`config.mk`:
```
export PLATFORM = sky130hd
export DESIGN_NAME = nfifo_buffer
export DESIGN_NICKNAME = d
export VERILOG_FILES = /design/src/nfifo_pkg.sv /design/src/nfifo_buffer.sv
export VERILOG_INCLUDE_DIRS = /design/src
export SDC_FILE = /design/constraint.sdc
export NUM_CORES = 1
export LEC_CHECK = 0
export BUFFER_PORTS_ARGS = -buffer_cell sky130_fd_sc_hd__buf_2
export CAP_MARGIN = 20
export CORE_UTILIZATION = 50
export CTS_BUF_LIST = sky130_fd_sc_hd__clkbuf_16
export DETAILED_ROUTE_END_ITERATION = 8
export PLACE_DENSITY = 0.62
export REMOVE_ABC_BUFFERS = 1
export SLEW_MARGIN = 20
export SYNTH_ARGS = -nofsm -noshare
export SYNTH_HDL_FRONTEND = slang
export SYNTH_SLANG_ARGS = --single-unit
```
`constraint.sdc`:
```
create_clock -name clk -period 5.06 [get_ports clk]
set_clock_uncertainty 0.2 [all_clocks]
set_input_delay 0.253 -clock clk [delete_from_list [all_inputs] [get_ports clk]]
set_output_delay 0.253 -clock clk [all_outputs]
set_load 0.05 [all_outputs]
```
`src/nfifo_defs.svh`:
```
/*
 * Multi-flow FIFO sizing constants
 * Word width, number of flows and words per flow block
 */

`ifndef NFIFO_DEFS_SVH
`define NFIFO_DEFS_SVH

// ----------------------------------------
// Buffer geometry
// ----------------------------------------

// Width of one flow word in bits
`define NFIFO_DATA_WIDTH 16

// Number of independent flows, power of two
`define NFIFO_FLOWS 4

// Words per flow block, power of two so pointers wrap on their own
`define NFIFO_BLOCK_SIZE 8

`endif

```
`src/nfifo_pkg.sv`:
```
/*
 * Multi-flow FIFO shared types
 * Words, flow numbers, buffer addresses and per-flow vectors
 */

`include "nfifo_defs.svh"

package nfifo_pkg;

  // Scalar types
  typedef logic [`NFIFO_DATA_WIDTH-1:0]           word_t;
  typedef logic [$clog2(`NFIFO_FLOWS)-1:0]        flow_t;
  typedef logic [$clog2(`NFIFO_BLOCK_SIZE)-1:0]   ptr_t;
  // Occupancy needs one more code for a full block
  typedef logic [$clog2(`NFIFO_BLOCK_SIZE+1)-1:0] count_t;
  typedef logic [`NFIFO_FLOWS-1:0]                flow_mask_t;

  // Write port request
  typedef struct packed {
    word_t data;
    flow_t block_addr;
    logic  write;
  } wr_req_t;

  // One cell of the shared buffer
  typedef struct packed {
    flow_t flow;
    ptr_t  ptr;
  } buf_addr_t;

  // Word leaving the buffer, tagged with its flow
  typedef struct packed {
    word_t data;
    flow_t flow;
  } rd_resp_t;

  // Per-flow vectors
  typedef count_t [`NFIFO_FLOWS-1:0] status_vec_t;
  typedef word_t  [`NFIFO_FLOWS-1:0] data_vec_t;

endpackage

```
`src/nfifo_buffer.sv`:
```
/*
 * Shared multi-flow buffer memory
 * One write port and one registered read port,
 * read data tagged with its flow number
 */

`timescale 1ns/10ps

module nfifo_buffer (
  input  logic                 clk,
  input  logic                 wr_en,
  input  nfifo_pkg::buf_addr_t wr_addr,
  input  nfifo_pkg::word_t     wr_data,
  input  logic                 rd_en,
  input  nfifo_pkg::buf_addr_t rd_addr,
  output nfifo_pkg::rd_resp_t  rd_resp
);

  // Flow number forms the upper address bits, so each flow owns one block
  localparam int DEPTH = 2 ** $bits(nfifo_pkg::buf_addr_t);

  nfifo_pkg::word_t mem [DEPTH];

  // ----------------------------------------
  // Write port
  // ----------------------------------------
  always_ff @(posedge clk) begin
    if (wr_en) begin
      mem[wr_addr] <= wr_data;
    end
  end

  // ----------------------------------------
  // Registered read port
  // ----------------------------------------
  // Same cell never read and written in one cycle, empty and full rule it out
  always_ff @(posedge clk) begin
    if (rd_en) begin
      rd_resp.data <= mem[rd_addr];
      rd_resp.flow <= rd_addr.flow;
    end
  end

endmodule

```
=== Yosys cells after proc, flatten, opt, wreduce, memory -nomap -nowiden ===
Memories as Yosys holds them, arrays and structs flattened. A register that Yosys moved wholly into a read port is not among the register bits.
Index checks and enable logic that the tools add are counted.

* $add $sub $neg: 0
* Multiply operators: 0
* Div/mod/pow operators: 0
* Magnitude comparators: 0
* Eq/ne operators: 0
* Shifts and indexed selects: 0
* Muxes and demuxes: 2
* Bitwise logic cells: 0
* Reductions and logical operators: 0

{| class="wikitable"
|+ Operator list
! operator !! number
|-
| 2-to-1 mux 1 bit || 2
|}

* Bits in registers: 2
* Bits in latches: 0
* Memory bits (writable): 512
* Bits in read-only memories: 0
* Output and inout bits: 18
* Word-level logic and storage cells: 4
* Memories kept: 1

{| class="wikitable"
|+ Memories
! memory !! depth !! bits a word !! read ports !! clocked after memory_dff !! wr ports !! line !! source
|-
| mem || 32 || 16 || 1 || 1 || 1 || nfifo_buffer.sv:22 || <nowiki>nfifo_pkg::word_t mem [DEPTH];</nowiki>
|}

=== Longest topological paths before layout ===
Gate-level depths: netlist of run 1.

* Depth after elaboration: 2
* Depth in mapped cells: 8
* Mapped depth without buffers: 5

=== Worst setup path after synthesis of run 1 ===
OpenSTA, ideal clock, no wires.

* Path kind: input -> register
* From: in wr_addr[1] (netlist bit)
* To: mem mem[12][0] (netlist bit), enable pin
* Arrival: 1605 ps
* Slack: 2867 ps
* Stages: 3
* Buffers on the path: 1
* Path through: or3b_2 > clkbuf_1 > nor2_1

{| class="wikitable"
|+ RTL lines
! element !! line !! source
|-
| start: declaration || nfifo_buffer.sv:12 || <nowiki>input nfifo_pkg::buf_addr_t wr_addr,</nowiki>
|-
| end: declaration || nfifo_buffer.sv:22 ||
|}

Straight into the memory's write port.

==> impl_metrics.csv, run 1 <==
group,metric,value,unit
timing,tns,0,ns
synthesis,syn_inst,1145,
timing,worst_pin_slew,1.096,ns
grt,antenna_found_initial,4,
timing,fin_crit_sh,56.88,%
synthesis,synth_top_family_by_area,"multiplexers",
synthesis,yosys.area_share.simple,3.454,%
floorplan,row_count,74,
finish,fin_area,23110,sq um
grt,grt_use_total,23.93,%
synthesis,syn_area,20760,sq um
timing,relSlewSlack,26.85,%
timing,rsz0062_at_grt,"false",
setup_path,arrival,2.98,ns
setup_path,cp-startpoint,"rd_addr[4]",
routing,avgRoutedWirePerCell,27.38,um
setup_path,worstReg2RegEnd,"rd_resp[12]",
setup_path,r2r_start,"mem[0][10]",
synthesis,synth-seq-cells,530,
outcome,violations,"negative hold slack",
grt,grt_max_degree,81,
grt,grt_pass1_wl,71170,um
clock_network,cts_buffers,51,
timing,fin_hold_ws,-0.003888,ns
setup_path,crit_fanout,20,
setup_path,crit_chain,"dlygate4sd3_1, buf_2, or2_1, nor3_1, a31oi_1, nand3_1",
setup_path,cp.depth,6,
timing,setup_viol,0,
timing,slew_violations,0,
routing,vias,10670,
clock_network,clock_sinks,530,
setup_path,slowest_stage,"or2_1",
finish,final_cell_mix,"530 x edfxtp_1, 256 x mux2i_1, 64 x a22oi_1",
finish,multiInputGateArea,4402,sq um
routing,firstDrtPassIters,7,
floorplan,fp.coreArea,40920,sq um
synthesis,synth_edf_count,530,
setup_path,endpoint_kind,"flip-flop",
placed_design,dpl.hpwl,28820,um
finish,fillers,3179,
synthesis,synth_mux_area_share,12.35,%
synthesis,async_reset_ff_share,0,%
setup_path,cp.required,5.16,ns
timing,fin_crit,2.878,ns
floorplan,fp.dieH,205.7,um
pwr,max-vdd-ir-drop,305.1,uV
routing,ant_nets,0,
synthesis,yosysWarningCount,0,
setup_path,crit_type,"in2reg",
worst_hold_path,hold_path.class,"in2reg",
clock_network,clock_path_buffers,3,
floorplan,die_area,42330,sq um
timing,finalHoldViolations,9,
setup_path,crit_path_start_kind,"input port",
finish,final_common_cell,"edfxtp_1",
run,cap_violations,0,
clock_network,cts_root_buffer,"clkbuf_16",
finish,seqCellArea,15920,sq um
grt,grt_overflow,0,
routing,dr_wl_met2,23940,um
placed_design,dpl.cell_count,1694,
outcome,status,"complete, but fails checks",
placed_design,io_buffers,46,
floorplan,die_w,205.7,um
pwr,cellLeakagePower,8.035,nW
clock_network,cts.repair.resized,0,
setup_path,crit_path_end,"rd_resp[8]",
synthesis,synth_fa_ha_area_share,0,%
placed_design,place_congestion,0.7872,
floorplan,ioPinCount,47,
finish,post-route-util,56.48,%
synthesis,synth_xor_area_share,0,%
clock_network,htree_levels,2,
routing,drt-met1-wl,21100,um
finish,nNetsFinal,1255,
synthesis,synth_compound_area_share,4.919,%
clock_network,clock_latency,0.61,ns
routing,finalWirelength,49120,um
finish,syn_to_final_growth,11.36,%
routing,first_iter_violations,1021,
setup_path,cp_slowest_stage_delay,0.85,ns
clock_network,clk_pin_slew,0.06,ns
floorplan,start_util,50.72,%
timing,fmax,347.5,MHz
setup_path,cp.buffers_inverters,2,
finish,final_cells,1794,
synthesis,ys_types,25,
finish,drive_above_1_share,14.20,%
setup_path,path_delay_family,"simple AND/OR/NAND/NOR gates",
clock_network,cts_tree,"done",
synthesis,seq_area_frac_synth,76.68,%
synthesis,syn_area_per_cell,18.13,sq um
routing,drcViolationCount,0,
placed_design,post_dp_cell_area,21520,sq um
setup_path,reg2reg_depth,5,
grt,grt_pass1_vias,10530,
pwr,p_per_area,383.5,nW/um^2
synthesis,synth-main-ff-cell,"edfxtp_1",
routing,top_layer,"met5",
setup_path,ff2ff_setup_slack,3.08,ns
routing,vias_per_cell,5.949,
routing,wl_met3,2754,um
kinds of logic (layout without fill, tap and decap cells):
kind of cell / Yosys count / in the layout
and+or+nand+nor: 148 / 148
muxes: 256 / 256
other: 0 / 1
buffers and inverters: 67 / 183
AOI/OAI and AO/OA: 144 / 144
DFF: 530 / 530
flip-flops by register name, indices dropped and copies added, names as in the netlist:
| register | cells |
|---|---|
| mem | 512 |
| rd_resp | 18 |
metal layers:
layer  global-route usage [%]  vias up
met1                    33.08     5510
met3                    3.659       83
met2                    38.99      331
met5                        0        -
met4                    7.831        4
li1                         -     4745
cells in the mapped netlist, types with 5 or more instances:
cell	n	share of area, %
a21oi_1	32	0.77
a22o_1	32	1.4
a22oi_1	64	2.3
a31oi_1	16	0.48
buf_12	5	0.48
buf_2	19	0.46
buf_4	19	0.69
buf_6	6	0.33
buf_8	6	0.43
clkbuf_1	12	0.22
edfxtp_1	530	77
mux2i_1	256	12
nand2_1	33	0.60
nand3_1	34	0.82
nand3b_1	5	0.18
nand4_1	16	0.48
nor2_1	33	0.60
nor3_1	16	0.39
how the worst min path moves through the flow:
stage                      startpoint           to  slack, ns  depth (start not counted)
after floorplan            wr_data[0]    mem[0][0]       0.15                          0
after global placement     mem[16][1]   rd_resp[3]       0.45                          4
after detailed placement  mem[16][13]  rd_resp[15]       0.46                          4
after CTS                  wr_data[6]   mem[15][6]      0.003                          1
after global routing      wr_data[14]  mem[25][14]       0.01                          1
final                     wr_data[14]   mem[3][14]     -0.004                          1
power by group:
part	switching (mW)	internal (mW)	leakage, nW
registers	0.0247	4.90	4.79
clock network	1.56	1.86	0.752
logic	0.362	0.152	2.49
final cells by class:
type	count	area share, %
diodes	1	0.01083
clock buffers	51	5.522
flip-flops and latches	530	68.86
clock inverters	37	0.8120
well taps	532	2.880
multi-input cells	548	19.04
repair buffers	95	2.874
metrics by stage:
stage	setup WS [ns]	power, mW
after CTS	2.238	8.907
after global placement	1.813	5.521
after floorplan	1.667	5.250
after detailed placement	1.887	5.531
final	2.182	8.864
after global routing	2.155	9.090
timing repair:
item | 4_1_cts | 5_1_grt
hold buffers | 8 | 0
endpoints found under the hold margin | 82 | 0
buffers inserted | 0 | 0
worst reg2reg max path: stages (launching register included):
cell and delay (ns):
edfxtp_1 0.32, mux2i_1 0.06, a22o_1 0.26, nor3_1 0.69, a31oi_1 0.18, nand3_1 0.13
No activity file was read; power rests on OpenSTA's default activity.
==> run 2, diff against run 1 <==
Settings changed: ABC_AREA set to 1.
Clock period 5.06 ns to 2.7 ns, I/O delays scaled along.
==> run 2 against run 1 <==
Effect of this change: core utilization up 0.58 points; critical endpoint is now rd_resp[9]; count of clock-buffer cells in the layout up 6; worst hold slack better by 0.11 ns; the flow now finishes without violations; sequential share of layout area down 2.8 points; critical path type is now reg2out; power up 95%; synthesized cell count up 57%; via count up 29%.
==> impl_metrics.csv, run 2 <==
group,metric,value,unit
outcome,status,"complete, no violations",
timing,setup_viol,0,
pwr,max-vdd-ir-drop,418.8,uV
setup_path,slowest_stage,"edfxtp_1",
timing,slew_violations,0,
finish,multiInputGateArea,4825,sq um
finish,diodes,0,
grt,grt_use_total,25.53,%
synthesis,seq_area_frac_synth,73.95,%
placed_design,io_buffers,46,
synthesis,syn_area_per_cell,11.98,sq um
finish,seqCellArea,15920,sq um
setup_path,cp-startpoint,"rd_resp[9]",
clock_network,htree_levels,2,
synthesis,synth_xor_area_share,0,%
placed_design,dpl.hpwl,29660,um
setup_path,crit_fanout,1,
setup_path,ff2ff_setup_slack,1.06,ns
synthesis,synth_largest_area_cell,"edfxtp_1",
timing,fin_crit_sh,64.04,%
grt,grt_overflow,0,
grt,grt_pass1_vias,13140,
finish,largest_reg_flops,512,
setup_path,path_delay_family,"flip-flops",
floorplan,fp.dieH,209.5,um
worst_hold_path,hold_path.class,"in2reg",
timing,fmax,578.3,MHz
routing,ant_nets,0,
routing,vias,13760,
synthesis,synthTopCellsByArea,"edfxtp_1 74%, nand2_1 13%, nand3_1 9.2%",
finish,reg_top3,"mem x512, rd_resp x18",
timing,fin_crit,1.729,ns
clock_network,cts_root_buffer,"clkbuf_16",
finish,largest-register,"mem",
floorplan,die_w,209.5,um
finish,drive_above_1_share,9.401,%
clock_network,clock_latency,0.60,ns
timing,finalHoldViolations,0,
timing,worst_pin_slew,0.8366,ns
floorplan,row_count,75,
floorplan,die_area,43880,sq um
synthesis,synth_top_family_by_area,"simple AND/OR/NAND/NOR gates",
timing,fin_hold_ws,0.1017,ns
floorplan,ioPinCount,47,
setup_path,worstReg2RegEnd,"rd_resp[12]",
setup_path,cp_slowest_stage_delay,0.46,ns
synthesis,synth-seq-cells,530,
synthesis,synth_fa_ha_area_share,0,%
routing,drcViolationCount,0,
routing,firstDrtPassIters,6,
synthesis,yosysMostFrequentCell,"nand2_1",
setup_path,reg2reg_depth,8,
synthesis,synth_common_cells,"720 x nand2_1, 530 x edfxtp_1, 396 x nand3_1",
grt,antenna_found_initial,0,
worst_hold_path,holdCritStartpoint,"wr_addr[4]",
clock_network,cts_tree,"done",
clock_network,clock_sinks,530,
synthesis,synth_compound_area_share,0,%
finish,fillers,3516,
finish,final_cell_mix,"720 x nand2_1, 530 x edfxtp_1, 396 x nand3_1",
floorplan,start_util,50.97,%
routing,vias_per_cell,5.632,
synthesis,async_reset_ff_share,0,%
setup_path,cp.required,2.37,ns
routing,first_iter_violations,1325,
synthesis,syn_inst,1796,
synthesis,ys_types,14,
timing,tns,0,ns
setup_path,cp.buffers_inverters,1,
clock_network,clk_pin_slew,0.06,ns
clock_network,cts_buffers,54,
setup_path,endpoint_kind,"primary output",
clock_network,clock_path_buffers,3,
synthesis,synth-main-ff-cell,"edfxtp_1",
synthesis,yosys.area_share.simple,22.32,%
setup_path,cp.depth,1,
routing,avgRoutedWirePerCell,22.59,um
timing,rsz0062_at_grt,"false",
timing,relSlewSlack,44.14,%
pwr,p_per_area,717.2,nW/um^2
grt,grt_pass1_wl,81950,um
pwr,cellLeakagePower,8.957,nW
finish,final_common_cell,"nand2_1",
synthesis,synth_top_area_share,73.95,%
synthesis,synth_mux_area_share,0,%
finish,nNetsFinal,1892,
synthesis,synth_edf_count,530,
setup_path,crit_type,"reg2out",
pwr,p_total,17.28,mW
setup_path,r2r_start,"mem[25][10]",
floorplan,fp.coreArea,42230,sq um
synthesis,yosysWarningCount,0,
placed_design,place_congestion,0.8144,
setup_path,crit_path_start_kind,"flip-flop",
synthesis,syn_area,21520,sq um
finish,syn_to_final_growth,11.95,%
setup_path,crit_path_end,"rd_resp[9]",
run,cap_violations,0,
routing,finalWirelength,55190,um
setup_path,arrival,1.39,ns
grt,grt_max_degree,118,
setup_path,crit_chain,"buf_2",
## run 2: cell count changes after synthesis, moves of 8 or more
cell	delta
buf_2	+14
a22oi_1	-64
nor3_1	-16
nand3_1	+362
inv_1	+8
nand2_1	+687
a31oi_1	-16
a22o_1	-32
nand4_1	-16
mux2i_1	-256
a21oi_1	-32
buf_6	+18
buf_4	+9
## run 2: metrics by stage
stage | util (%) | cells | worst slack, ns | cell area, sq um
2_1_floorplan | - | 1688 | -0.2594 | 20760
4_1_cts | 57.06 | 2443 | 0.9131 | 24090
3_5_place_dp | 52.77 | 2327 | 0.4427 | 22280
3_3_place_gp | 52.77 | 2327 | 0.4460 | 22280
5_1_grt | 57.06 | 2443 | 0.8565 | 24090
6_report | 57.06 | 2443 | 0.9709 | 24090
## run 2: area by class of cell
class	count	share of cell area (%)
clock buffer	57	5.920
clock inverter	40	0.8049
inverter	10	0.1973
multi-input combinational	1148	20.02
sequential	530	66.05
tap	539	2.799
timing repair buffer	119	4.201
## run 2: repair_timing
| action | CTS | global route |
|---|---|---|
| buffers inserted | 0 | 0 |
| hold buffers | 19 | 0 |
| resized for setup | 0 | 0 |
| endpoints found under the hold margin | 539 | 0 |
| endpoints found under the setup margin | 0 | 0 |
## run 2: worst min path at each step
stage                       end  slack, ns  depth (start not counted)
finish               mem[19][8]       0.10                          4
global route        mem[19][14]       0.12                          4
CTS                 mem[19][14]       0.07                          4
detailed placement   rd_resp[1]       0.47                          1
global placement     rd_resp[1]       0.48                          1
floorplan             mem[0][0]       0.03                          0
## run 2: cell families after synthesis
group                  count (synthesis)
buffers and inverters                118
DFF                                  530
and+or+nand+nor                     1148
## run 2: per-layer routing
metal | wire length (um) | GRT usage (%)
met5 | 0 | 0
met3 | 3512 | 3.127
met4 | 2006 | 11.10
met2 | 26560 | 41.32
met1 | 23110 | 35.12
## run 2: report_power, final
| group | internal [mW] | total, mW | switching (mW) |
|---|---|---|---|
| clock network | 3.86 | 6.88 | 3.01 |
| logic | 0.298 | 1.18 | 0.884 |
| registers | 9.19 | 9.23 | 0.0396 |
