<file path="config.mk">
export PLATFORM = sky130hd
export DESIGN_NAME = nfifo_ptr_ctrl
export DESIGN_NICKNAME = d
export VERILOG_FILES = /design/src/nfifo_pkg.sv /design/src/nfifo_ptr_ctrl.sv
export VERILOG_INCLUDE_DIRS = /design/src
export SDC_FILE = /design/constraint.sdc
export NUM_CORES = 1
export LEC_CHECK = 0
export CELL_PAD_IN_SITES_DETAIL_PLACEMENT = 1
export CELL_PAD_IN_SITES_GLOBAL_PLACEMENT = 2
export CORE_MARGIN = 5
export CORE_UTILIZATION = 43
export CTS_CLUSTER_DIAMETER = 30
export DETAILED_ROUTE_END_ITERATION = 8
export DONT_BUFFER_PORTS = 1
export PLACE_DENSITY_LB_ADDON = 0.25
export REMOVE_ABC_BUFFERS = 1
export SLEW_MARGIN = 20
export SYNTH_ARGS = -nofsm -noshare
export SYNTH_HDL_FRONTEND = slang
export SYNTH_SLANG_ARGS = --single-unit
</file>
<file path="constraint.sdc">
create_clock -name clk -period 6.71 [get_ports clk]
set_clock_uncertainty 0.15 [all_clocks]
set_input_delay 0.671 -clock clk [delete_from_list [all_inputs] [get_ports clk]]
set_output_delay 0.671 -clock clk [all_outputs]
set_load 0.1 [all_outputs]
</file>
<file path="src/nfifo_defs.svh">
/*
 * Multi-flow FIFO sizing constants
 * Word width, number of flows and words per flow block
 */

`ifndef NFIFO_DEFS_SVH
`define NFIFO_DEFS_SVH

// ----------------------------------------
// Buffer geometry
// ----------------------------------------

// Width of one flow word in bits
`define NFIFO_DATA_WIDTH 16

// Number of independent flows, power of two
`define NFIFO_FLOWS 4

// Words per flow block, power of two so pointers wrap on their own
`define NFIFO_BLOCK_SIZE 8

`endif

</file>
<file path="src/nfifo_pkg.sv">
/*
 * Multi-flow FIFO shared types
 * Words, flow numbers, buffer addresses and per-flow vectors
 */

`include "nfifo_defs.svh"

package nfifo_pkg;

  // Scalar types
  typedef logic [`NFIFO_DATA_WIDTH-1:0]           word_t;
  typedef logic [$clog2(`NFIFO_FLOWS)-1:0]        flow_t;
  typedef logic [$clog2(`NFIFO_BLOCK_SIZE)-1:0]   ptr_t;
  // Occupancy needs one more code for a full block
  typedef logic [$clog2(`NFIFO_BLOCK_SIZE+1)-1:0] count_t;
  typedef logic [`NFIFO_FLOWS-1:0]                flow_mask_t;

  // Write port request
  typedef struct packed {
    word_t data;
    flow_t block_addr;
    logic  write;
  } wr_req_t;

  // One cell of the shared buffer
  typedef struct packed {
    flow_t flow;
    ptr_t  ptr;
  } buf_addr_t;

  // Word leaving the buffer, tagged with its flow
  typedef struct packed {
    word_t data;
    flow_t flow;
  } rd_resp_t;

  // Per-flow vectors
  typedef count_t [`NFIFO_FLOWS-1:0] status_vec_t;
  typedef word_t  [`NFIFO_FLOWS-1:0] data_vec_t;

endpackage

</file>
<file path="src/nfifo_ptr_ctrl.sv">
/*
 * Multi-flow FIFO pointer control
 * Per-flow write/read pointers and occupancy counts,
 * write acceptance, full, empty and status flags
 */

`timescale 1ns/10ps

module nfifo_ptr_ctrl (
  input  logic                   clk,
  input  logic                   rst_n,
  input  nfifo_pkg::wr_req_t     wr,
  input  nfifo_pkg::flow_mask_t  grant,
  input  nfifo_pkg::flow_mask_t  read,
  output nfifo_pkg::flow_mask_t  eligible,
  output logic                   full,
  output logic                   wr_en,
  output logic                   rd_en,
  output nfifo_pkg::buf_addr_t   wr_addr,
  output nfifo_pkg::buf_addr_t   rd_addr,
  output nfifo_pkg::flow_mask_t  empty,
  output nfifo_pkg::status_vec_t status
);

  localparam int FLOWS      = $bits(nfifo_pkg::flow_mask_t);
  localparam int BLOCK_SIZE = 2 ** $bits(nfifo_pkg::ptr_t);

  nfifo_pkg::ptr_t       wr_ptr [FLOWS];
  nfifo_pkg::ptr_t       rd_ptr [FLOWS];
  nfifo_pkg::count_t     cnt    [FLOWS];
  nfifo_pkg::flow_t      rd_flow;
  nfifo_pkg::flow_mask_t wr_hit;

  // ----------------------------------------
  // Write side
  // ----------------------------------------
  // Full refers to the block currently addressed
  assign full    = (cnt[wr.block_addr] == nfifo_pkg::count_t'(BLOCK_SIZE));
  assign wr_en   = wr.write && !full;
  assign wr_addr = '{flow: wr.block_addr, ptr: wr_ptr[wr.block_addr]};
  // One-hot of the flow taking a word this cycle
  assign wr_hit  = wr_en ? (nfifo_pkg::flow_mask_t'(1) << wr.block_addr) : '0;

  // ----------------------------------------
  // Read side
  // ----------------------------------------
  // Grant is one-hot, encode it to a flow number
  always_comb begin
    rd_flow = '0;
    for (int i = 0; i < FLOWS; i++) begin
      if (grant[i]) begin
        rd_flow = nfifo_pkg::flow_t'(i);
      end
    end
  end

  assign rd_en   = |grant;
  assign rd_addr = '{flow: rd_flow, ptr: rd_ptr[rd_flow]};

  // Flags straight from the counters
  always_comb begin
    for (int i = 0; i < FLOWS; i++) begin
      empty[i]  = (cnt[i] == '0);
      status[i] = cnt[i];
    end
  end

  // Requesting flows with data
  assign eligible = read & ~empty;

  // Pointer and count registers, all wrap inside the flow block
  always_ff @(posedge clk) begin
    if (!rst_n) begin
      for (int i = 0; i < FLOWS; i++) begin
        wr_ptr[i] <= '0;
        rd_ptr[i] <= '0;
        cnt[i]    <= '0;
      end
    end else begin
      for (int i = 0; i < FLOWS; i++) begin
        if (wr_hit[i]) wr_ptr[i] <= wr_ptr[i] + 1'b1;
        if (grant[i])  rd_ptr[i] <= rd_ptr[i] + 1'b1;
        // Write and grant together leave the count as is
        case ({wr_hit[i], grant[i]})
          2'b10:   cnt[i] <= cnt[i] + 1'b1;
          2'b01:   cnt[i] <= cnt[i] - 1'b1;
          default: cnt[i] <= cnt[i];
        endcase
      end
    end
  end

endmodule

</file>
**After elaboration in Yosys (flattened, before gate mapping)**

Memories as Yosys holds them, arrays and structs flattened.
Cells that the tools add are included.

- Add/subtract/negate cells: 16
- Multipliers: 0
- Div/mod/pow operators: 0
- Magnitude comparators: 0
- Equality and inequality tests: 9
- Shift operators: 1
- Multiplexer cells: 85
- Bitwise gates (word level): 22
- Reductions and logical operators: 11

Operators with widths:

| operator | number |
|---|---|
| $mux W1 | 62 |
| $mux W4 | 13 |
| $add A3 B1 Y3 const B | 8 |
| $mux W3 | 8 |
| $or A1 B1 Y1 | 20 |
| $add A4 B1 Y4 const B | 4 |
| $logic_not A4 Y1 | 4 |
| $sub A4 B1 Y4 const B | 4 |
| $eq A2 B1 Y1 const B | 4 |
| $eq A2 B2 Y1 const B | 4 |
| $reduce_or A2 Y1 | 4 |
| $and A4 B4 Y4 | 1 |
| $eq A4 B4 Y1 const B | 1 |
| $mux W2 | 2 |
| $not A4 Y4 | 1 |
| $reduce_or A4 Y1 | 1 |
| $shl A1 B2 Y4 const A | 1 |
| $logic_and A1 B1 Y1 | 1 |
| $logic_not A1 Y1 | 1 |

- Flip-flop bits (word level): 0
- Latch bits: 0
- Bits in writable memories: 40
- Memory bits (read-only): 0
- Input port bits: 29
- Output and inout bits: 37
- Word-level logic and storage cells: 147
- Memories: 3

Memory list:

| memory | depth | width | rd ports | clocked after Yosys merged registers in | wr ports | line | source |
|---|---|---|---|---|---|---|---|
| cnt | 4 | 4 | 5 | 0 | 4 | nfifo_ptr_ctrl.sv:30 | `nfifo_pkg::count_t cnt [FLOWS];` |
| rd_ptr | 4 | 3 | 5 | 0 | 4 | nfifo_ptr_ctrl.sv:29 | `nfifo_pkg::ptr_t rd_ptr [FLOWS];` |
| wr_ptr | 4 | 3 | 5 | 0 | 4 | nfifo_ptr_ctrl.sv:28 | `nfifo_pkg::ptr_t wr_ptr [FLOWS];` |

**Longest topological paths before layout**

Gate-level depths: netlist (run 1).
An unclocked memory read counts as a cell.

- Word-level depth: 12
- Gate-level depth with buffers: 14
- Gate-level depth less buffers: 12

**Least setup slack after synthesis (run 1)**

OpenSTA, ideal clock, no wires.

- Path type: register -> output
- Start: mem cnt[1][0] (netlist bit)
- End: out eligible[1]
- Arrival: 5543 ps
- Data required time: 5889 ps
- Slack: 346 ps
- Cell stages (with the launch flop): 3
- Buffers on the path: 0
- Cell sequence: edfxtp_1 -> nor4_1 -> nor2b_1

RTL lines:

| element | line | source |
|---|---|---|
| from (decl) | nfifo_ptr_ctrl.sv:30 |  |
| to (decl) | nfifo_ptr_ctrl.sv:15 | `output nfifo_pkg::flow_mask_t eligible,` |

==> results.yml, run 1 <==
power:
  p_total_uw: 859
  power.density_cell_area_nw_per_um2: 292
  total_leakage_power_uw: 0.00116
  worst_case_vdd_ir_drop_mv: 0.139
layout:
  final_net_count: 305
  final_util_pct: 49.1
  layout.cells.most_common_list: "40 x sky130_fd_sc_hd__edfxtp_1, 34 x sky130_fd_sc_hd__nor2_1, 22 x sky130_fd_sc_hd__ha_1, 20 x sky130_fd_sc_hd__nand2_1, 16 x sky130_fd_sc_hd__inv_1"
  final_common_cell: "sky130_fd_sc_hd__edfxtp_1"
  antennaDiodeCount: 0
  syn_to_final_growth_pct: 9.15
  final_cell_count_no_fill: 329
  layout-drive-gt1-share_pct: 15.7
  fillCellCount: 665
route:
  drtPass1Iterations: 4
  via_per_inst: 5.74
  detail_route.iter0.violations: 53
  drc: 0
  vias: 1890
  routedWlPerCell_um: 18.3
  detail-route-antenna-nets: 0
  wirelength_mm: 6.01
cts:
  insertion_delay_ps: 290
  clock_root_buffer: "sky130_fd_sc_hd__clkbuf_8"
  cts.path.max_buffers: 2
  cts.reportedPaths.clkPinSlew_ps: 80
  clock_sinks: 40
  cts_h_tree_lvls: 2
  post_cts.resized_instances: 0
  cts_hold_buf: 0
  number_of_buffers_created_by_cts: 5
  post-cts-setup-buffer-count: 0
  tritoncts_clock_tree: "built"
worst_setup_path:
  timing.critical_path.fanout_max: 6
  worstPathCellList: "inv_1, ha_1, and2_1, nor2b_2"
  crit_path_end: "eligible[3]"
  type_of_the_setup_path_with_the_least_slack: "flop to primary output"
  cp.buffers_inverters: 1
  worst_ep_arrival_time_ps: 3250
  cp-start-kind: "flop"
  crit_path_top_delay_cell: "sky130_fd_sc_hd__edfxtp_1"
  worstSetupPathDepth: 4
  critPathRequiredTime_ps: 5890
  reg2reg_setup_slack_ps: 2710
  worst_r2r_startpoint: "cnt[3][3]"
  timing.critical_path.max_delay_family: "simple AND/OR/NAND/NOR gates"
  timing.critical_path.slowest_cell_delay_ps: 1060
  crit-reg2reg-capture: "cnt[1][2]"
  crit_path_start: "cnt[3][1]"
  timing.critical_path.to_type: "primary output"
  r2r_cells: 12
flow_run:
  drv_cap: 0
synth:
  avg_synthesized_cell_area_um2: 10.7
  synth.ff_latch_count: 40
  synth_cells: 252
  synth_compound_area_share_pct: 8.68
  yosysSeqAreaShare_pct: 44.6
  yosys-mux-area-fraction_pct: 5.48
  netlist-cell-type-count: 45
  netlist_area_um2: 2700
  synth-main-ff-cell: "sky130_fd_sc_hd__edfxtp_1"
  post_synthesis_async_set_or_reset_flop_share_pct: 0
  warnings_from_yosys: 0
  yosys.area_share.xor_xnor_pct: 5.20
  synth_top_family_by_area: "simple AND/OR/NAND/NOR gates"
  yosys.area_share.simple_pct: 20.0
  edff_count_synth: 40
  synth-adder-area-share_pct: 11.0
floorplanning:
  die_y_um: 89.2
  die_area_um2: 7950
  core_um2: 5990
  dieWidth_um: 89.2
  start_util_pct: 45.0
  placementRows: 28
  io_pins: 66
timing:
  maxSlewHeadroom_pct: 20.5
  fin_setup_tns_ps: 0
  whs_ps: 444
  timing.final.crit_share_pct: 60.7
  clock.fmax_mhz: 246
  hold_viol_final: 0
  final-setup-viol-count: 0
  period_needed_ps: 4070
  finalMaxSlewViolations: 0
  grt_setup_unrepaired: "false"
  timing_worst_slew_pin_value_ps: 1190
grt:
  grt-ovfl-total: 0
  grtUsageMet1_pct: 19.6
  grt_use_met3_pct: 4.88
  gr-usage-all-layers_pct: 16.1
  grt_antenna_before_repair: 0
  grt_first_pass_wirelength_mm: 9.72
  grt_pass1_vias: 1941
  grt_max_degree: 35
  gr-max-usage-layer: "met2"
  met2_use_gr_pct: 27.9
place:
  io_buffer_count: 0
  placed_cells_incl_taps: 321
  detailedPlacementHpwl_mm: 4.65
  globalplace.congestion: 0.745
min_path:
  min-delay-path-class: "flop to flop"
outcome:
  run_status: "complete, no violations"
synthesized netlist by cell type (2+ instances only):
master,instances,share of area (%)
sky130_fd_sc_hd__nor2_1,36,5.0
sky130_fd_sc_hd__nand4_1,2,0.46
sky130_fd_sc_hd__edfxtp_1,40,45
sky130_fd_sc_hd__mux4_2,2,1.7
sky130_fd_sc_hd__buf_2,2,0.37
sky130_fd_sc_hd__nand2_1,20,2.8
sky130_fd_sc_hd__nor3_1,6,1.1
sky130_fd_sc_hd__nor4_1,2,0.46
sky130_fd_sc_hd__a21o_1,2,0.56
sky130_fd_sc_hd__inv_1,16,2.2
sky130_fd_sc_hd__clkbuf_1,4,0.56
sky130_fd_sc_hd__a21oi_1,4,0.74
sky130_fd_sc_hd__or2_1,4,0.93
sky130_fd_sc_hd__o31ai_1,3,0.84
sky130_fd_sc_hd__o21ai_0,8,1.5
sky130_fd_sc_hd__mux2i_1,5,1.9
sky130_fd_sc_hd__o221ai_1,3,0.98
sky130_fd_sc_hd__ha_1,22,10
sky130_fd_sc_hd__o21ai_1,4,0.74
sky130_fd_sc_hd__a31oi_1,2,0.46
sky130_fd_sc_hd__nor3b_1,2,0.56
sky130_fd_sc_hd__buf_6,3,1.3
sky130_fd_sc_hd__nor3_2,9,3.3
sky130_fd_sc_hd__xnor2_1,12,3.9
sky130_fd_sc_hd__nand3_1,5,0.93
sky130_fd_sc_hd__mux4_1,2,1.9
sky130_fd_sc_hd__nor2b_1,6,1.4
sky130_fd_sc_hd__and3_1,5,1.2
sky130_fd_sc_hd__xor2_1,4,1.3
sky130_fd_sc_hd__buf_4,2,0.56
stage by stage:
stage	setup WS, ps	instance area (um^2)
after floorplan	346	2620
after global placement	2810	2840
after detailed placement	2700	2840
after CTS	2610	2940
after global routing	2470	2940
final	2640	2940
sequential cells by signal, indices dropped and copies added, names as in the netlist:
signal and count:
cnt 16, rd_ptr 12, wr_ptr 12
where the power goes:
part / internal [uW] / switching (uW)
clock: 108 / 84.4
combinational: 64.2 / 173
sequential: 305 / 124
total: 478 / 380
kinds of logic after synthesis:
logic type / after synthesis
simple gates: 103
buf+inv: 28
mux: 9
fa+ha+maj: 23
xor+xnor: 16
flops: 40
compound gates: 33
per-layer routing:
layer  part of all wire (%)  wire length, um
met5                      0                0
met4                   0.80               48
met3                    7.2              430
met2                     50             3010
met1                     42             2520
worst reg2reg max path, cell delays in order, from the launching register on:
cell and delay (ps):
sky130_fd_sc_hd__edfxtp_1 1100, sky130_fd_sc_hd__mux4_2 430, sky130_fd_sc_hd__o221ai_2 140, sky130_fd_sc_hd__o21ai_2 480, sky130_fd_sc_hd__or2_1 180, sky130_fd_sc_hd__ha_1 230
sky130_fd_sc_hd__nand2_1 150, sky130_fd_sc_hd__xnor2_1 170, sky130_fd_sc_hd__ha_1 190, sky130_fd_sc_hd__nor2_1 50, sky130_fd_sc_hd__mux2i_1 200, sky130_fd_sc_hd__xor2_1 210
sky130_fd_sc_hd__nor2_1 70
worst min-delay path by stage:
stage	start	endpoint	cells past startpoint
3_5_place_dp	rd_ptr[2][0]	rd_ptr[2][0]	1
2_1_floorplan	rd_ptr[2][0]	rd_ptr[2][0]	1
5_1_grt	rst_n	rd_ptr[0][1]	1
6_report	rd_ptr[2][0]	rd_ptr[2][0]	1
3_3_place_gp	rd_ptr[2][0]	rd_ptr[2][0]	1
4_1_cts	rst_n	rd_ptr[1][1]	1
layout make-up:
class	instances	area [um^2]	share of cell area, %
Timing Repair Buffer	5	72.6	2.47
Inverter	17	63.8	2.17
Multi-Input combinational cell	184	1400	47.7
Tap cell	75	93.8	3.19
Sequential cell	40	1200	40.8
Clock buffer	5	68.8	2.34
Clock inverter	3	37.5	1.28
No activity file was read; power rests on OpenSTA's default activity.
==> run 2, diff against run 1 <==
--- a/config.mk
+++ b/config.mk
@@ -6,10 +6,11 @@
 export SDC_FILE = /design/constraint.sdc
 export NUM_CORES = 1
 export LEC_CHECK = 0
+export ABC_AREA = 1
 export CELL_PAD_IN_SITES_DETAIL_PLACEMENT = 1
 export CELL_PAD_IN_SITES_GLOBAL_PLACEMENT = 2
 export CORE_MARGIN = 5
-export CORE_UTILIZATION = 43
+export CORE_UTILIZATION = 33
 export CTS_CLUSTER_DIAMETER = 30
 export DETAILED_ROUTE_END_ITERATION = 8
 export DONT_BUFFER_PORTS = 1
==> constraint.sdc (replaced) <==
create_clock -name clk -period 3.7 [get_ports clk]
set_clock_uncertainty 0.15 [all_clocks]
set_input_delay 0.37 -clock clk [delete_from_list [all_inputs] [get_ports clk]]
set_output_delay 0.37 -clock clk [all_outputs]
set_load 0.1 [all_outputs]
==> run 2 against run 1 <==
  * Combinational power grew to 2.7 times the previous value
  * Global-route usage is 2.5 points lower
  * Power is 83% higher
  * Cell count is 39% higher
  * Clock power is 81% higher
  * Utilization is 9.3 points lower
  * Synthesized cell count is 27% higher
  * Hold slack worse by 260 ps
  * Critical path depth is 10 higher
  * Count of clock-buffer cells in the layout is 1 higher
  * Critical endpoint is now cnt[2][2]
  * Area after synthesis is 1.1% higher
==> results.yml, run 2 <==
place:
  io_buffer_count: 0
  dp_worst_setup_slack_ps: 581
  globalplace.congestion: 0.731
  detailedPlacementHpwl_mm: 5.36
layout:
  syn_to_final_growth_pct: 18.7
  final_util_pct: 39.8
  final_net_count: 404
  antennaDiodeCount: 0
  layout.cells.most_common_list: "63 x sky130_fd_sc_hd__nand2_1, 62 x sky130_fd_sc_hd__inv_1, 40 x sky130_fd_sc_hd__edfxtp_1, 33 x sky130_fd_sc_hd__nor2_1, 28 x sky130_fd_sc_hd__buf_4"
  largest_register_ffs: 16
  layout_top_registers: "cnt x16, rd_ptr x12, wr_ptr x12"
  register_ranked_first_by_flip_flop_count: "cnt"
  final_common_cell: "sky130_fd_sc_hd__nand2_1"
  layout-drive-gt1-share_pct: 18.4
floorplanning:
  start_util_pct: 33.5
  dieWidth_um: 101
  placementRows: 33
  die_y_um: 101
  io_pins: 66
  die_area_um2: 10200
  core_um2: 8130
worst_setup_path:
  crit_path_top_delay_cell: "sky130_fd_sc_hd__o21ai_0"
  timing.critical_path.slowest_cell_delay_ps: 510
  critPathRequiredTime_ps: 3480
  timing.critical_path.to_type: "flop"
  worst_ep_arrival_time_ps: 2800
  timing.critical_path.fanout_max: 6
  worstPathCellList: "inv_1, nand2_1, nand2_1, nand2_1, nor2_2, nand3_4, nand2_4, inv_4, nand2_2, ha_1, inv_1, a31oi_1, inv_1, o21ai_0"
  cp-start-kind: "flop"
  reg2reg_setup_slack_ps: 680
  type_of_the_setup_path_with_the_least_slack: "flop to flop"
synth:
  synth_top_cells_by_count: "63 x sky130_fd_sc_hd__nand2_1, 62 x sky130_fd_sc_hd__inv_1, 40 x sky130_fd_sc_hd__edfxtp_1"
  synth.ff_latch_count: 40
  netlist_area_um2: 2730
  synth-adder-area-share_pct: 10.8
  synth_top_family_by_area: "simple AND/OR/NAND/NOR gates"
  yosys.area_share.xor_xnor_pct: 5.79
  synth_cells: 321
  synth_largest_type_area_fraction_pct: 44.1
  yosysSeqAreaShare_pct: 44.1
  yosys.cell_count.top_type: "sky130_fd_sc_hd__nand2_1"
  synth_compound_area_share_pct: 7.48
  synth_area_leader_cell: "sky130_fd_sc_hd__edfxtp_1"
  synth-main-ff-cell: "sky130_fd_sc_hd__edfxtp_1"
  post_synthesis_async_set_or_reset_flop_share_pct: 0
  yosys-mux-area-fraction_pct: 0
  avg_synthesized_cell_area_um2: 8.49
  yosys.area_share.simple_pct: 21.5
  warnings_from_yosys: 0
  edff_count_synth: 40
  netlist-cell-type-count: 31
  ys_top_cells_by_area: "sky130_fd_sc_hd__edfxtp_1 44%, sky130_fd_sc_hd__ha_1 10%, sky130_fd_sc_hd__nand2_1 8.7%"
cts:
  cts.path.max_buffers: 2
  post-cts-setup-buffer-count: 0
  tritoncts_clock_tree: "built"
  clock_root_buffer: "sky130_fd_sc_hd__clkbuf_8"
  cts.reportedPaths.clkPinSlew_ps: 80
  insertion_delay_ps: 290
  post_cts.resized_instances: 0
  number_of_buffers_created_by_cts: 5
  cts_h_tree_lvls: 2
  clock_sinks: 40
  cts_hold_buf: 0
power:
  total_leakage_power_uw: 0.00158
  power.internal_uw: 897
  power.net_switching_uw: 675
  power.combinational.fraction_pct: 41.0
  power.density_cell_area_nw_per_um2: 486
  worst_case_vdd_ir_drop_mv: 0.191
  power_switching_share_pct: 42.9
  seq_power_share_pct: 36.8
  power.share.clock_pct: 22.2
grt:
  met2_use_gr_pct: 24.5
  grt-ovfl-total: 0
  grt_max_degree: 30
  gr-max-usage-layer: "met2"
  grt_use_met3_pct: 3.04
  gr-usage-all-layers_pct: 13.6
  grtUsageMet1_pct: 16.5
  grt_first_pass_wirelength_mm: 11.0
  grt_antenna_before_repair: 0
  grt_pass1_vias: 2301
min_path:
  min-delay-path-class: "input port to flop"
timing:
  timing.final.crit_share_pct: 81.6
  timing_worst_slew_pin_value_ps: 1030
  clock.fmax_mhz: 331
  finalMaxSlewViolations: 0
  grt_setup_unrepaired: "false"
  maxSlewHeadroom_pct: 31.1
  period_needed_ps: 3020
  whs_ps: 182
  final-setup-viol-count: 0
  finalWorstSetupSlack_ps: 681
  hold_viol_final: 0
route:
  wirelength_mm: 6.48
  drc: 0
  detail-route-antenna-nets: 0
  drtPass1Iterations: 4
  vias: 2120
  routedWlPerCell_um: 14.2
  via_per_inst: 4.63
  detail_route.iter0.violations: 46
outcome:
  run_status: "complete, no violations"
flow_run:
  drv_cap: 0
## run 2: cell types whose count changed after synthesis, sizes merged, moves of 4 or more
cell and change:
inv +50, a22oi +6, mux2i -5, o221ai -4, a21oi +5, nand2 +48
nor2 +7, mux4 -4, nor2b -6, and3 -5, nor3 -13
## run 2: routing by layer
layer  wire (um)  vias to the layer above  share of wire (%)
li1            -                     1082                  -
met4          61                        0               0.94
met3         308                        5                4.8
met5           0                        -                  0
met1        2910                     1000                 45
met2        3200                       33                 49
## run 2: power by group through the flow
stage | logic [uW] | clock network [uW] | registers [uW]
detailed placement | 651 | 0 | 589
floorplan | 344 | 0 | 752
global placement | 643 | 0 | 587
finish | 645 | 349 | 578
CTS | 654 | 362 | 579
global route | 693 | 383 | 584
## run 2: area by class of cell
cell class / instances / area [um^2]
clock inverters: 2 / 35.0
well taps: 105 / 131
inverters: 66 / 250
flip-flops and latches: 40 / 1200
clock buffers: 6 / 72.6
fillers: 972 / 4900
repair buffers: 30 / 260
multi-input cells: 209 / 1280
## run 2: critical path: cells and delay by family, from the launching register on
kind                     cells  cell delay (ps)
flip-flops                   1              360
buffers and inverters        4              350
AND/OR/NAND/NOR              7              610
adder cells (fa/ha/maj)      1              310
AO/OA/AOI/OAI                2              890
## run 2: cells by family (layout without fill, tap and decap cells)
kind of cell | count (synthesis) | after routing
buf+inv | 72 | 104
fa+ha+maj | 23 | 23
compound gates | 36 | 36
simple gates | 132 | 132
flops | 40 | 40
xor+xnor | 18 | 18
## run 2: final timing paths
check	to	from	cells after the start
max reg2reg	cnt[2][2]	cnt[0][0]	14
min reg2reg	rd_ptr[2][0]	rd_ptr[2][0]	1
max	cnt[2][2]	cnt[0][0]	14
min	rd_ptr[1][0]	rst_n	1
## run 2: per-stage QoR
stage | cells | TNS (ps) | cell area (um^2) | power (uW)
after floorplan | 315 | -4180 | 2690 | 1100
after global placement | 450 | 0 | 3130 | 1230
after detailed placement | 450 | 0 | 3130 | 1240
after CTS | 458 | 0 | 3230 | 1590
after global routing | 458 | 0 | 3230 | 1660
final | 458 | 0 | 3230 | 1570
==> run 3, diff against run 2 <==
--- a/config.mk
+++ b/config.mk
@@ -10,7 +10,7 @@
 export CELL_PAD_IN_SITES_DETAIL_PLACEMENT = 1
 export CELL_PAD_IN_SITES_GLOBAL_PLACEMENT = 2
 export CORE_MARGIN = 5
-export CORE_UTILIZATION = 33
+export CORE_UTILIZATION = 37
 export CTS_CLUSTER_DIAMETER = 30
 export DETAILED_ROUTE_END_ITERATION = 8
 export DONT_BUFFER_PORTS = 1
==> constraint.sdc (replaced) <==
create_clock -name clk -period 3.06 [get_ports clk]
set_clock_uncertainty 0.15 [all_clocks]
set_input_delay 0.306 -clock clk [delete_from_list [all_inputs] [get_ports clk]]
set_output_delay 0.306 -clock clk [all_outputs]
set_load 0.1 [all_outputs]
==> run 3 against run 2 <==
  * Cell count decreased by 0.44%
  * Setup slack got worse by 430 ps
  * Global-route usage increased by 1.0 points
  * Register-to-register slack got worse by 430 ps
  * Non-clock buffer count increased by 4
  * Die area decreased by 9.8%
  * Clock power increased by 23%
  * Largest power group unchanged
==> results.yml, run 3 (synthesis gave the netlist of run 2 again) <==
timing:
  finalWorstSetupSlack_ps: 249
  timing.final.crit_share_pct: 91.9
  clock.fmax_mhz: 356
  period_needed_ps: 2810
  fin_setup_tns_ps: 0
  timing_worst_slew_pin_value_ps: 1020
  hold_viol_final: 0
  final-setup-viol-count: 0
  finalMaxSlewViolations: 0
  grt_setup_unrepaired: "false"
  maxSlewHeadroom_pct: 32.0
power:
  power.density_cell_area_nw_per_um2: 587
  worst_case_vdd_ir_drop_mv: 0.251
  power.combinational.fraction_pct: 41.1
  total_leakage_power_uw: 0.00160
  power.internal_uw: 1090
  seq_power_share_pct: 36.5
  power.share.clock_pct: 22.4
  power.net_switching_uw: 831
  power_switching_share_pct: 43.4
worst_setup_path:
  critPathRequiredTime_ps: 2890
  type_of_the_setup_path_with_the_least_slack: "flop to flop"
  worst_ep_arrival_time_ps: 2640
  cp-start-kind: "flop"
  timing.critical_path.fanout_max: 6
  timing.critical_path.to_type: "flop"
cts:
  clock_sinks: 40
  insertion_delay_ps: 300
  tritoncts_clock_tree: "built"
  cts_hold_buf: 0
  cts_h_tree_lvls: 2
  clock_root_buffer: "sky130_fd_sc_hd__clkbuf_8"
  cts.reportedPaths.clkPinSlew_ps: 80
  number_of_buffers_created_by_cts: 5
  cts.path.max_buffers: 2
grt:
  grt_pass1_vias: 2279
  grt_antenna_before_repair: 0
  grt_max_degree: 30
  gr-usage-all-layers_pct: 14.6
  grt-ovfl-total: 0
  grt_first_pass_wirelength_mm: 10.3
layout:
  register_ranked_first_by_flip_flop_count: "cnt"
  largest_register_ffs: 16
  final_common_cell: "sky130_fd_sc_hd__nand2_1"
  final_cell_count_no_fill: 456
  layout.cells.most_common_list: "62 x sky130_fd_sc_hd__nand2_1, 61 x sky130_fd_sc_hd__inv_1, 40 x sky130_fd_sc_hd__edfxtp_1, 33 x sky130_fd_sc_hd__nor2_1, 32 x sky130_fd_sc_hd__buf_4"
  finalInstanceArea_um2: 3260
  antennaDiodeCount: 0
  layout_top_registers: "cnt x16, rd_ptr x12, wr_ptr x12"
  final_net_count: 408
  layout-drive-gt1-share_pct: 19.9
  final_util_pct: 45.2
  syn_to_final_growth_pct: 19.7
route:
  wirelength_mm: 6.48
  vias: 2126
  drc: 0
  via_per_inst: 4.66
  drtPass1Iterations: 4
  detail-route-antenna-nets: 0
  routedWlPerCell_um: 14.2
  detail_route.iter0.violations: 38
min_path:
  min-delay-path-class: "input port to flop"
floorplanning:
  die_area_um2: 9180
  io_pins: 66
  core_um2: 7210
  die_y_um: 95.8
  placementRows: 31
  dieWidth_um: 95.8
  start_util_pct: 37.8
place:
  placed_area_um2: 3150
  globalplace.congestion: 0.778
  io_buffer_count: 0
  detailedPlacementHpwl_mm: 5.30
  placed_cells_incl_taps: 448
  dp_worst_setup_slack_ps: 141
flow_run:
  drv_cap: 0
outcome:
  run_status: "complete, no violations"
run 3: cell types whose count changed in the layout (fill, tap and decap cells not counted):
cell	delta
sky130_fd_sc_hd__clkinv_2	-1
sky130_fd_sc_hd__inv_2	+1
sky130_fd_sc_hd__inv_1	-1
sky130_fd_sc_hd__a211oi_1	-1
sky130_fd_sc_hd__clkbuf_1	-1
sky130_fd_sc_hd__nand2_2	+1
sky130_fd_sc_hd__a211oi_2	+1
sky130_fd_sc_hd__buf_4	+4
sky130_fd_sc_hd__nand2_1	-1
sky130_fd_sc_hd__clkinv_1	+2
run 3: path summary, 6_finish.rpt:
path                start           end  slack (ps)  cells after the start
min                 rst_n     cnt[3][3]         110                      2
max reg2reg     cnt[0][0]     cnt[1][3]         250                     14
min reg2reg  rd_ptr[2][0]  rd_ptr[2][0]         450                      1
max             cnt[0][0]     cnt[1][3]         250                     14
run 3: power groups by stage:
stage                     combinational (uW)  sequential, uW  clock [uW]
final                                    787             699         430
after global routing                     837             705         467
after CTS                                795             700         439
after detailed placement                 792             712           0
after global placement                   781             708           0
after floorplan                          416             909           0
run 3: per-stage QoR:
stage | power, uW | hold slack (ps)
2_1_floorplan | 1320 | 373
3_3_place_gp | 1490 | 398
3_5_place_dp | 1500 | 413
4_1_cts | 1930 | 104
5_1_grt | 2010 | 93.7
6_report | 1920 | 111
run 3: final cells by class:
type / count / area (um^2)
inverter: 66 / 250
clock inverter: 3 / 37.5
tap: 99 / 124
sequential: 40 / 1200
fill: 865 / 3950
clock buffer: 5 / 68.8
multi-input combinational: 209 / 1290
timing repair buffer: 34 / 290
run 3: critical path: stages, from the launching register on:
cell,delay [ps]
sky130_fd_sc_hd__edfxtp_1,420
sky130_fd_sc_hd__inv_2,120
sky130_fd_sc_hd__nand2_1,110
sky130_fd_sc_hd__nand2_1,70
sky130_fd_sc_hd__nand2_1,60
sky130_fd_sc_hd__nor2_2,120
sky130_fd_sc_hd__nand3_4,130
sky130_fd_sc_hd__nand2_4,90
sky130_fd_sc_hd__inv_4,60
sky130_fd_sc_hd__nand2_2,80
sky130_fd_sc_hd__inv_1,50
sky130_fd_sc_hd__ha_1,160
sky130_fd_sc_hd__or2_2,290
sky130_fd_sc_hd__o21ai_0,310
sky130_fd_sc_hd__o21ai_0,290
run 3: routing by layer:
metal,up-vias,GRT usage (%),part of all wire (%)
met5,-,0,0
met3,6,3.67,4.5
met4,0,3.91,0.99
met2,33,25.8,49
li1,1092,-,-
met1,995,17.7,46
run 3: timing repair:
action                                  4_1_cts  5_1_grt
endpoints found under the setup margin        0        1
buffers inserted                              0        0
gates resized for setup                       0        3
